<file path="config.mk">
export PLATFORM = sky130hd
export DESIGN_NAME = soc_interconnect
export DESIGN_NICKNAME = d
export VERILOG_FILES = /design/src/mem_access_pkg.sv /design/src/soc_map_pkg.sv /design/src/addr_decode.sv /design/src/boot_loader_seq.sv /design/src/dram_port_mux.sv /design/src/host_cmd.sv /design/src/read_return.sv /design/src/soc_interconnect.sv
export SDC_FILE = /design/constraint.sdc
export NUM_CORES = 1
export LEC_CHECK = 0
export BUFFER_PORTS_ARGS = -buffer_cell sky130_fd_sc_hd__buf_2
export CAP_MARGIN = 20
export CORE_AREA = 2 2 226 228
export DETAILED_ROUTE_END_ITERATION = 8
export DIE_AREA = 0 0 228 230
export SYNTH_ARGS = -nofsm -noshare
export SYNTH_HDL_FRONTEND = slang
export SYNTH_SLANG_ARGS = --single-unit
export TNS_END_PERCENT = 50
</file>
<file path="constraint.sdc">
create_clock -name CLK -period 6.3 [get_ports CLK]
set_input_delay 0.63 -clock CLK [delete_from_list [all_inputs] [get_ports CLK]]
set_output_delay 0.63 -clock CLK [all_outputs]
set_load 0.02 [all_outputs]
</file>
<file path="src/mem_access_pkg.sv">
/*
 * Data types of the memory access path.
 * Bus words, DRAM lines, the funct3 load/store code and the
 * phases of the boot image loader.
 */
`default_nettype none

package mem_access_pkg;

    typedef logic [31:0]  word_t;
    typedef logic [127:0] line_t;

    // RISC-V funct3: bit 2 = unsigned, bits 1..0 = byte/half/word
    typedef logic [2:0] ld_ctrl_t;

    localparam ld_ctrl_t CTRL_SW = 3'b010;

    // Loader runs kernel first, then the device tree
    typedef enum logic [1:0] {
        BOOT_KERNEL = 2'd0,
        BOOT_DTB    = 2'd1,
        BOOT_DONE   = 2'd2
    } boot_phase_t;

endpackage

`default_nettype wire

</file>
<file path="src/soc_map_pkg.sv">
/*
 * System address map of the SoC interconnect.
 * Device codes live in the top address nibble; inside the VirtIO
 * window the next nibble selects the sub-device.
 * Also holds the host command codes written to the tohost register.
 */
`default_nettype none

package soc_map_pkg;

    // Top 4 address bits
    typedef logic [3:0] dev_code_t;

    localparam dev_code_t DEV_DRAM_LOW = 4'h0;
    localparam dev_code_t DEV_DRAM     = 4'h8;
    localparam dev_code_t DEV_VIRTIO   = 4'h4;
    localparam dev_code_t DEV_PLIC     = 4'h5;
    localparam dev_code_t DEV_CLINT    = 4'h6;

    // Sub-device in address bits 27..24
    localparam dev_code_t VIRT_FB = 4'h5;

    // DRAM is addressed by its low 27 bits only
    localparam logic [31:0] DRAM_OFFSET_MASK = 32'h07ff_ffff;

    // Host command register, sits in VirtIO sub-device 0
    localparam logic [31:0] TOHOST_ADDR = 32'h4000_8000;

    // Command codes in the upper half of the tohost word
    localparam logic [15:0] CMD_PRINT_CHAR = 16'h0001;
    localparam logic [15:0] CMD_POWER_OFF  = 16'h0002;

endpackage

`default_nettype wire

</file>
<file path="src/addr_decode.sv">
/*
 * Address decoder for the core data port.
 * Splits the address into device and sub-device code and raises
 * the per-target strobes in the same cycle as the request.
 * DRAM strobes stay low until the boot loader has finished.
 */
`timescale 1ns/1ps
`default_nettype none

module addr_decode
    import soc_map_pkg::*;
    import mem_access_pkg::*;
(
    input  word_t     data_addr,
    input  wire       data_we,
    input  wire       data_re,
    input  wire       init_done,
    output dev_code_t dev,
    output dev_code_t virt,
    output logic      core_dram_rd,
    output logic      core_dram_wr,
    output logic      clint_we,
    output logic      plic_we,
    output logic      plic_re,
    output logic      fb_we,
    output logic      tohost_we
);

    logic is_dram;
    logic is_fb;

    assign dev  = data_addr[31:28];
    assign virt = data_addr[27:24];

    // Both DRAM aliases
    assign is_dram = (dev == DEV_DRAM) || (dev == DEV_DRAM_LOW);
    assign is_fb   = (dev == DEV_VIRTIO) && (virt == VIRT_FB);

    // Core may touch DRAM only once the image is in place
    assign core_dram_rd = data_re && is_dram && init_done;
    assign core_dram_wr = data_we && is_dram && init_done;

    assign clint_we = data_we && (dev == DEV_CLINT);
    assign plic_we  = data_we && (dev == DEV_PLIC);
    assign plic_re  = data_re && (dev == DEV_PLIC);
    assign fb_we    = data_we && is_fb;

    // Exact match on the host command register
    assign tohost_we = data_we && (data_addr == TOHOST_ADDR);

endmodule

`default_nettype wire

</file>
<file path="src/boot_loader_seq.sv">
/*
 * Boot image loader sequencer.
 * Accepts one loader word per cycle: first KERNEL_BYTES/4 words from
 * address 0, then DTB_BYTES/4 words from DTB_START. Keeps a wrapping
 * sum of all accepted words. Words offered after the last one are ignored.
 */
`timescale 1ns/1ps
`default_nettype none

module boot_loader_seq
    import mem_access_pkg::*;
#(
    parameter int unsigned KERNEL_BYTES = 4096,
    parameter int unsigned DTB_BYTES    = 1024,
    parameter int unsigned DTB_START    = 32'h0010_0000
) (
    input  wire         CLK,
    input  wire         rst,
    input  wire         loader_we,
    input  word_t       loader_data,
    output boot_phase_t boot_phase,
    output word_t       boot_addr,
    output logic        init_done,
    output word_t       checksum
);

    // Address of the final word in each phase
    localparam word_t KERNEL_LAST = word_t'(KERNEL_BYTES - 4);
    localparam word_t DTB_LAST    = word_t'(DTB_START + DTB_BYTES - 4);

    logic accept;

    assign accept    = loader_we && (boot_phase != BOOT_DONE);
    assign init_done = (boot_phase == BOOT_DONE);

    always_ff @(posedge CLK) begin
        if (rst) begin
            boot_phase <= BOOT_KERNEL;
            boot_addr  <= '0;
            checksum   <= '0;
        end else if (accept) begin
            checksum <= checksum + loader_data;
            case (boot_phase)
                BOOT_KERNEL: begin
                    if (boot_addr == KERNEL_LAST) begin
                        boot_phase <= BOOT_DTB;
                        boot_addr  <= word_t'(DTB_START);
                    end else begin
                        boot_addr <= boot_addr + 32'd4;
                    end
                end
                BOOT_DTB: begin
                    if (boot_addr == DTB_LAST) begin
                        boot_phase <= BOOT_DONE;
                    end else begin
                        boot_addr <= boot_addr + 32'd4;
                    end
                end
                default: begin
                    boot_phase <= BOOT_DONE;
                end
            endcase
        end
    end

endmodule

`default_nettype wire

</file>
<file path="src/dram_port_mux.sv">
/*
 * DRAM port multiplexer.
 * While booting, loader words go to DRAM as word stores at the
 * loader address. Afterwards core accesses pass through with the
 * offset mask applied, dropped in any cycle where DRAM is busy.
 */
`timescale 1ns/1ps
`default_nettype none

module dram_port_mux
    import soc_map_pkg::*;
    import mem_access_pkg::*;
(
    input  boot_phase_t boot_phase,
    input  word_t       boot_addr,
    input  wire         loader_we,
    input  word_t       loader_data,
    input  wire         core_dram_rd,
    input  wire         core_dram_wr,
    input  word_t       data_addr,
    input  word_t       data_wdata,
    input  ld_ctrl_t    data_ctrl,
    input  wire         dram_busy,
    output logic        dram_rd_en,
    output logic        dram_wr_en,
    output word_t       dram_addr,
    output word_t       dram_wdata,
    output ld_ctrl_t    dram_ctrl,
    output logic        dram_access
);

    logic booting;

    assign booting = (boot_phase != BOOT_DONE);

    // Loader owns the port until boot is done; it is not busy-gated
    assign dram_rd_en = !booting && core_dram_rd && !dram_busy;
    assign dram_wr_en = booting ? loader_we : (core_dram_wr && !dram_busy);

    assign dram_addr  = booting ? boot_addr   : (data_addr & DRAM_OFFSET_MASK);
    assign dram_wdata = booting ? loader_data : data_wdata;
    assign dram_ctrl  = booting ? CTRL_SW     : data_ctrl;

    // Tells the read path to latch address and control
    assign dram_access = dram_rd_en || dram_wr_en;

endmodule

`default_nettype wire

</file>
<file path="src/host_cmd.sv">
/*
 * Host command register (tohost).
 * A print command produces a single-cycle character strobe and then
 * clears itself. A power-off command latches finish until reset.
 */
`timescale 1ns/1ps
`default_nettype none

module host_cmd
    import soc_map_pkg::*;
    import mem_access_pkg::*;
(
    input  wire        CLK,
    input  wire        rst,
    input  wire        tohost_we,
    input  word_t      data_wdata,
    output logic       host_char_we,
    output logic [7:0] host_char,
    output logic       finish
);

    word_t tohost;
    logic  is_print;
    logic  is_power_off;

    assign is_print     = (tohost[31:16] == CMD_PRINT_CHAR);
    assign is_power_off = (tohost[31:16] == CMD_POWER_OFF);

    always_ff @(posedge CLK) begin
        if (rst) begin
            tohost       <= '0;
            host_char_we <= 1'b0;
            finish       <= 1'b0;
        end else begin
            if (tohost_we) begin
                tohost <= data_wdata;
            end else if (is_print) begin
                // Consumed in the same edge that raises the strobe
                tohost <= '0;
            end
            host_char_we <= is_print;
            finish       <= finish || is_power_off;
        end
    end

    always_ff @(posedge CLK) begin
        if (is_print) begin
            host_char <= tohost[7:0];
        end
    end

endmodule

`default_nettype wire

</file>
<file path="src/read_return.sv">
/*
 * Read data return path.
 * Remembers which target the previous cycle addressed and, for DRAM,
 * the byte offset and load width of the access. One cycle later it
 * aligns the DRAM line and extends it, or selects peripheral data.
 */
`timescale 1ns/1ps
`default_nettype none

module read_return
    import soc_map_pkg::*;
    import mem_access_pkg::*;
(
    input  wire       CLK,
    input  wire       rst,
    input  dev_code_t dev,
    input  dev_code_t virt,
    input  wire       dram_access,
    input  word_t     dram_addr,
    input  ld_ctrl_t  dram_ctrl,
    input  line_t     dram_rdata,
    input  word_t     clint_rdata,
    input  word_t     plic_rdata,
    input  word_t     fb_rdata,
    output word_t     data_rdata,
    output logic      data_from_dram
);

    dev_code_t  dev_q;
    dev_code_t  virt_q;
    logic [3:0] offset_q;
    ld_ctrl_t   ctrl_q;

    line_t      line_shifted;
    word_t      raw_word;
    word_t      load_word;
    logic       sign_fill;

    always_ff @(posedge CLK) begin
        if (rst) begin
            dev_q  <= DEV_DRAM_LOW;
            virt_q <= '0;
        end else begin
            dev_q  <= dev;
            virt_q <= virt;
        end
    end

    // Only the byte lane within the 16-byte line matters
    always_ff @(posedge CLK) begin
        if (dram_access) begin
            offset_q <= dram_addr[3:0];
            ctrl_q   <= dram_ctrl;
        end
    end

    assign line_shifted = dram_rdata >> {offset_q, 3'b000};
    assign raw_word     = line_shifted[31:0];

    always_comb begin
        case (ctrl_q[1:0])
            2'd0: begin
                sign_fill = raw_word[7] && !ctrl_q[2];
                load_word = {{24{sign_fill}}, raw_word[7:0]};
            end
            2'd1: begin
                sign_fill = raw_word[15] && !ctrl_q[2];
                load_word = {{16{sign_fill}}, raw_word[15:0]};
            end
            default: begin
                sign_fill = 1'b0;
                load_word = raw_word;
            end
        endcase
    end

    // Anything not a known peripheral is treated as DRAM
    always_comb begin
        data_from_dram = 1'b0;
        case (dev_q)
            DEV_CLINT:  data_rdata = clint_rdata;
            DEV_PLIC:   data_rdata = plic_rdata;
            DEV_VIRTIO: data_rdata = (virt_q == VIRT_FB) ? fb_rdata : '0;
            default: begin
                data_rdata     = load_word;
                data_from_dram = 1'b1;
            end
        endcase
    end

endmodule

`default_nettype wire

</file>
<file path="src/soc_interconnect.sv">
/*
 * Memory-side interconnect top level.
 * Connects the core data port to DRAM, CLINT, PLIC and framebuffer,
 * runs the boot image loader and the host command register.
 * Boot image sizes and device tree address are set here.
 */
`timescale 1ns/1ps
`default_nettype none

module soc_interconnect
    import soc_map_pkg::*;
    import mem_access_pkg::*;
#(
    parameter int unsigned KERNEL_BYTES = 4096,
    parameter int unsigned DTB_BYTES    = 1024,
    parameter int unsigned DTB_START    = 32'h0010_0000
) (
    input  wire        CLK,
    input  wire        rst,
    // Core data port
    input  word_t      data_addr,
    input  word_t      data_wdata,
    input  wire        data_we,
    input  wire        data_re,
    input  ld_ctrl_t   data_ctrl,
    output word_t      data_rdata,
    output logic       data_from_dram,
    // DRAM
    output logic       dram_rd_en,
    output logic       dram_wr_en,
    output word_t      dram_addr,
    output word_t      dram_wdata,
    output ld_ctrl_t   dram_ctrl,
    input  wire        dram_busy,
    input  line_t      dram_rdata,
    // Peripherals
    output logic       clint_we,
    output word_t      clint_wdata,
    output logic       plic_we,
    output logic       plic_re,
    output word_t      plic_wdata,
    output logic       fb_we,
    output word_t      fb_wdata,
    input  word_t      clint_rdata,
    input  word_t      plic_rdata,
    input  word_t      fb_rdata,
    // Boot loader
    input  wire        loader_we,
    input  word_t      loader_data,
    output logic       init_done,
    output word_t      checksum,
    // Host
    output logic       host_char_we,
    output logic [7:0] host_char,
    output logic       finish
);

    dev_code_t   dev;
    dev_code_t   virt;
    logic        core_dram_rd;
    logic        core_dram_wr;
    logic        tohost_we;
    logic        dram_access;
    boot_phase_t boot_phase;
    word_t       boot_addr;

    assign clint_wdata = data_wdata;
    assign plic_wdata  = data_wdata;
    assign fb_wdata    = data_wdata;

    addr_decode i_addr_decode (
        .data_addr    (data_addr),
        .data_we      (data_we),
        .data_re      (data_re),
        .init_done    (init_done),
        .dev          (dev),
        .virt         (virt),
        .core_dram_rd (core_dram_rd),
        .core_dram_wr (core_dram_wr),
        .clint_we     (clint_we),
        .plic_we      (plic_we),
        .plic_re      (plic_re),
        .fb_we        (fb_we),
        .tohost_we    (tohost_we)
    );

    boot_loader_seq #(
        .KERNEL_BYTES (KERNEL_BYTES),
        .DTB_BYTES    (DTB_BYTES),
        .DTB_START    (DTB_START)
    ) i_boot_loader_seq (
        .CLK         (CLK),
        .rst         (rst),
        .loader_we   (loader_we),
        .loader_data (loader_data),
        .boot_phase  (boot_phase),
        .boot_addr   (boot_addr),
        .init_done   (init_done),
        .checksum    (checksum)
    );

    dram_port_mux i_dram_port_mux (
        .boot_phase   (boot_phase),
        .boot_addr    (boot_addr),
        .loader_we    (loader_we),
        .loader_data  (loader_data),
        .core_dram_rd (core_dram_rd),
        .core_dram_wr (core_dram_wr),
        .data_addr    (data_addr),
        .data_wdata   (data_wdata),
        .data_ctrl    (data_ctrl),
        .dram_busy    (dram_busy),
        .dram_rd_en   (dram_rd_en),
        .dram_wr_en   (dram_wr_en),
        .dram_addr    (dram_addr),
        .dram_wdata   (dram_wdata),
        .dram_ctrl    (dram_ctrl),
        .dram_access  (dram_access)
    );

    read_return i_read_return (
        .CLK            (CLK),
        .rst            (rst),
        .dev            (dev),
        .virt           (virt),
        .dram_access    (dram_access),
        .dram_addr      (dram_addr),
        .dram_ctrl      (dram_ctrl),
        .dram_rdata     (dram_rdata),
        .clint_rdata    (clint_rdata),
        .plic_rdata     (plic_rdata),
        .fb_rdata       (fb_rdata),
        .data_rdata     (data_rdata),
        .data_from_dram (data_from_dram)
    );

    host_cmd i_host_cmd (
        .CLK          (CLK),
        .rst          (rst),
        .tohost_we    (tohost_we),
        .data_wdata   (data_wdata),
        .host_char_we (host_char_we),
        .host_char    (host_char),
        .finish       (finish)
    );

endmodule

`default_nettype wire

</file>
; Yosys cells after proc, flatten, opt, wreduce, memory -nomap -nowiden
; Cells that the tools add are included.
[op_classes]
add_sub_neg = 2
n_eq_ne = 21
shifts = 1
mux = 16
reduce_logical = 30
[op_table]
columns = operator, n
row1 = $mux 32, 7
row2 = $pmux 32 s2, 2
row3 = $shr 128x7->32, 1
row4 = $pmux 32 s3, 1
row5 = $add 32x3->32 const B, 1
row6 = $add 32x32->32, 1
row7 = $eq 32x12->1 const B, 1
row8 = $eq 32x21->1 const B, 1
row9 = $eq 32x31->1 const B, 1
row10 = $eq 4x3->1 const B, 8
row11 = $eq 16x1->1 const B, 1
row12 = $eq 16x2->1 const B, 1
row13 = $logic_and 1x1->1, 16
row14 = $reduce_and 3->1, 2
row15 = $eq 2x1->1 const B, 2
row16 = $eq 4x4->1 const B, 1
row17 = $logic_not 2->1, 2
row18 = $logic_not 4->1, 1
row19 = $mux 2, 2
row20 = $ne 2x1->1 const B, 2
row21 = $ne 2x2->1 const B, 2
row22 = $pmux 2 s2, 1
row23 = $reduce_bool 2->1, 2
row24 = $logic_not 1->1, 3
row25 = 5 further kinds, 8
[totals]
register_bits = 123
inputBits = 329
out_inout_bits = 245
word_cells = 81

; Depth between registers and ports, before layout
[logic_depth]
word_depth = 7
ltp_mapped = 12
mapped_depth_nobuf = 10

; By module
; From an unflattened synthesis, not the netlist that was laid out.
[unflattened]
hier_cells = 1350
hier_area_um2 = 12369.4
[modules_own_cells]
columns = module, instances, cells_per_inst, area_per_inst_um2, seq_area_each_um2
row1 = read_return, 1, 522, 5241.3, 370.4
row2 = boot_loader_seq, 1, 528, 4144.0, 1281.2
row3 = host_cmd, 1, 91, 1189.9, 760.7
row4 = dram_port_mux, 1, 83, 863.3, 0.0
row5 = soc_interconnect, 1, 96, 720.7, 0.0
row6 = addr_decode, 1, 30, 210.2, 0.0

; Worst setup path before layout
; No wires, ideal clock.
[synth_path]
kind = input to output
start = input port dram_rdata[95]
end = output port data_rdata[20]
arrival_ps = 2283
t_required_ps = 5670
slack_ps = 3387
stages = 8
path_buffers = 1
cell_sequence = mux2_1 -> mux2_2 -> mux4_2 -> mux2i_1 -> nor3_1 -> nor2_4 -> buf_6 -> a21oi_1
[synth_via]
elab_chain_len = 4
word_cells_on_any_way = 5
classes_between = shift: 1 / mux: 2 / reduce/logical: 2
[synth_rtl]
columns = item, line_no
row1 = start: declaration, soc_interconnect.sv:35  ; input line_t dram_rdata,
row2 = $shr 128x7->32 (*), read_return.sv:57  ; assign line_shifted = dram_rdata >> {offset_q, 3'b000};
row3 = $logic_and 1x1->1 (on tied branches), "read_return.sv:67, read_return.sv:63"
row4 = $pmux 32 s2 (*), read_return.sv:61  ; case (ctrl_q[1:0])
row5 = $pmux 32 s3 (*), read_return.sv:80  ; case (dev_q)
row6 = end: declaration, soc_interconnect.sv:26  ; output word_t data_rdata,
; Every way passes the cells marked *; elsewhere a longest branch is shown, timed or not.

; Worst setup path after layout
[layout_path]
start = register i_read_return.offset_q[1]
end = output port data_rdata[14]
[layout_via]
elab_chain_len = 4
[layout_rtl]
columns = item, line_no
row1 = start: declaration, read_return.sv:31  ; logic [3:0] offset_q;
row2 = start signal: assignment, read_return.sv:52  ; offset_q <= dram_addr[3:0];
row3 = $shr 128x7->32 (*), read_return.sv:57
row4 = $logic_and 1x1->1, read_return.sv:63  ; sign_fill = raw_word[7] && !ctrl_q[2];
row5 = $pmux 32 s2 (*), read_return.sv:61
row6 = $pmux 32 s3 (*), read_return.sv:80
; Marked as above.

==> run_results.csv <==
group,metric,value,unit
sta,worst-slew-pin-transition,1.010,ns
synth,synth_top_flop_cell,"dfxtp_1",
placed_design,gp_congestion,1.008,
layout,drive_above_1_share,38.56,%
placed_design,io_buffers,573,
clock_network,cts_max_level,4,
sta,slew_headroom,32.53,%
clock_network,holdBufCountCts,0,
critical_path,path_max_fanout,43,
worst_hold_path,holdPathStages,0,
floorplan,rows,82,
sta,slew_violations,0,
layout,nNetsFinal,2295,
layout,fin_util,30.52,%
synth,yosysWarningCount,0,
drt,vias,13580,
synth,syn_area_per_cell,7.801,µm²
critical_path,reg2reg_from,"i_boot_loader_seq.checksum[1]",
synth,synthTopCellsByArea,"dfxtp_1, mux2i_1, mux2_2",
floorplan,ios,574,
sta,hold_violations,0,
worst_hold_path,worstHoldEndpoint,"i_host_cmd.host_char[1]",
critical_path,path_cells,"buf_4 -> nand2_1 -> nor2_1 -> nand2_1 -> o211ai_1 -> o221ai_1 -> a21oi_1 -> buf_2",
sta,finalClockSkew,0.01259,ns
floorplan,die_area,52440,µm²
layout,area_growth,27.82,%
pwr,p_per_area,195.4,nW/µm²
worst_hold_path,min-delay-start,"i_host_cmd.tohost[1]",
synth,synth_area,11900,µm²
critical_path,crit_top_cell,"nand2_1",
synth,synthArstFlopShare,0,%
clock_network,clkTransAtPathRegs,0.06,ns
clock_network,cts_setup_buffers,0,
floorplan,coreArea,49860,µm²
critical_path,slowest_delay,0.76,ns
global_route,grt_pass1_wl,84680,µm
synth,synth-seq-cells,113,
pwr,leakage,6.955,nW
synth,netlist_instances,1526,
floorplan,die_w,228,µm
synth,synth.top_cell.area_share,16.48,%
sta,min_period,4.307,ns
pwr,ir_drop,0.1251,mV
synth,synth_area_leader_cell,"dfxtp_1",
critical_path,cp.required,5.67,ns
critical_path,r2r_cells,9,
worst_hold_path,min_path_type,"reg2reg",
drt,drc,0,
clock_network,cts_buffer_depth,2,
critical_path,worst_setup_path_start_kind,"register",
sta,fmax,232.2,MHz
clock_network,clock-sinks,113,
sta,rsz0062_at_grt,"no",
critical_path,crit_arrival,3.68,ns
critical_path,crit_buf_inv,2,
drt,antenna_left,0,
synth,ys_seq_area_share,20.26,%
sta,whs,0.4287,ns
global_route,grt_max_degree,74,
drt,drt-pass1-iter-count,5,
placed_design,place_inst,2584,
synth,syn_nets,1889,
critical_path,crit_type,"reg2out",
layout,final_cells,2624,
clock_network,clk_latency,0.44,ns
critical_path,r2r_end,"i_boot_loader_seq.checksum[31]",
sta,finalSetupViolCount,0,
critical_path,crit_family,"buffers and inverters",
drt,vias_per_cell,5.175,
floorplan,die_y,230,µm
global_route,track_usage,21.51,%
drt,routed_wl,59310,µm
clock_network,numCtsBuffers,17,
outcome,outcome,"finished, final reports clean",
critical_path,cp-end-kind,"output port",
synth,synth.distinct_cells,67,
synth,synth-edff-count,15,
sta,setup-tns-final,0,ns
global_route,grt_pass1_vias,12930,
clock_network,cts_tree,"yes",
drt,drt_iter0_markers,1043,
sta,fin_crit_sh,68.37,%
run,maxCapViolations,0,
placed_design,dp_hpwl,49170,µm
global_route,grt_overflow,0,
critical_path,crit_path_top_delay_cell,"edfxtp_1",
clock_network,cts_root_buf,"clkbuf_16",
critical_path,reg2reg_slack,3.35,ns
clock_network,ctsResizeCount,0,
drt,avgRoutedWirePerCell,22.60,µm
floorplan,start_util,23.87,%
global_route,antenna_found_initial,19,
## layout by cell type (no fill, tap or decap), drive strengths merged, types with 8 or more instances in the layout
| master | instances |
|---|---|
| a211oi | 18 |
| clkbuf | 20 |
| mux4 | 30 |
| a21oi | 167 |
| nor4 | 15 |
| xor2 | 19 |
| and2 | 10 |
| buf | 595 |
| mux2 | 84 |
| nor2 | 131 |
| nor3 | 15 |
| o21ai | 113 |
| xnor2 | 25 |
| a21o | 12 |
| inv | 24 |
| nand3 | 45 |
| dfxtp | 98 |
| o211ai | 13 |
| ha | 33 |
| mux2i | 117 |
| nand4 | 18 |
| nand2b | 13 |
| edfxtp | 15 |
| a31oi | 8 |
| nor2b | 27 |
| nand2 | 166 |
| a22oi | 13 |
| o221ai | 9 |
## layout make-up
class / count / area (µm²)
Fill cell: 5365 / 34650
Multi-Input combinational cell: 1183 / 8210
Timing Repair Buffer: 595 / 3053
Sequential cell: 113 / 2414
Tap cell: 672 / 840.8
Clock buffer: 20 / 467.9
Clock inverter: 12 / 130.1
Inverter: 22 / 82.58
Antenna cell: 7 / 17.52
## metal layers
layer,vias up,wire length [µm],global-route usage [%]
li1,6275,-,-
met1,6379,22360,24.69
met2,831,30230,39.14
met3,90,5162,4.849
met4,4,1530,7.394
met5,-,27,0
## report_power, final
group | internal (mW) | total, mW | switching (mW)
combinational | 0.456 | 1.18 | 0.720
clock | 0.615 | 0.989 | 0.374
sequential | 0.766 | 0.809 | 0.0425
## registers in the layout, summed over array words and instances (netlist names)
signal                        count
i_boot_loader_seq.boot_addr      30
i_boot_loader_seq.boot_phase      2
i_boot_loader_seq.checksum       32
i_host_cmd.finish                 1
i_host_cmd.host_char              8
i_host_cmd.host_char_we           1
i_host_cmd.tohost                24
i_read_return.ctrl_q              3
i_read_return.dev_q               4
i_read_return.offset_q            4
i_read_return.virt_q              4
## cell usage after synthesis (all sizes together) (5+ instances only)
cell / instances
xnor2: 25
and3: 6
buf: 134
a22oi: 13
nand4: 18
nor2: 131
clkbuf: 74
a211oi: 18
or3: 6
edfxtp: 15
nor4: 15
nor4b: 5
a21o: 12
o21a: 6
o21bai: 7
a221o: 7
xor2: 19
ha: 33
nor3: 15
a21oi: 167
inv: 22
mux2: 84
nand3: 45
a31oi: 8
or4: 6
dfxtp: 98
nor2b: 27
nand2: 166
o211ai: 13
o21ai: 113
and2: 10
mux2i: 117
mux4: 30
nand2b: 13
o221ai: 9
## how the worst max path moves through the flow
stage	from	end	slack (ns)	cells past startpoint
floorplan	dram_rdata[95]	data_rdata[20]	3.39	8
global placement	i_read_return.offset_q[0]	data_rdata[4]	2.58	6
detailed placement	i_read_return.offset_q[1]	data_rdata[14]	2.56	8
CTS	i_read_return.offset_q[1]	data_rdata[14]	2.06	8
global route	i_read_return.offset_q[0]	data_rdata[19]	1.87	10
finish	i_read_return.offset_q[1]	data_rdata[14]	1.99	8
## cells by family after synthesis
group,synth area share [%]
AOI/OAI and AO/OA,19.66
xor gates and xnor gates,3.237
adders and majority gates,3.637
buffers and inverters,10.91
DFF,20.26
muxes,23.46
and+or+nand+nor,18.84
## stage by stage
stage | power (mW) | instance area [µm²] | setup WS, ns
2_1_floorplan | 1.587 | 11900 | 3.387
3_5_place_dp | 1.984 | 14570 | 2.558
4_1_cts | 2.986 | 15170 | 2.056
5_1_grt | 3.111 | 15210 | 1.867
6_report | 2.974 | 15220 | 1.993
3_3_place_gp | 1.982 | 14570 | 2.583
Note: power is estimated with default switching activity, not from simulation.
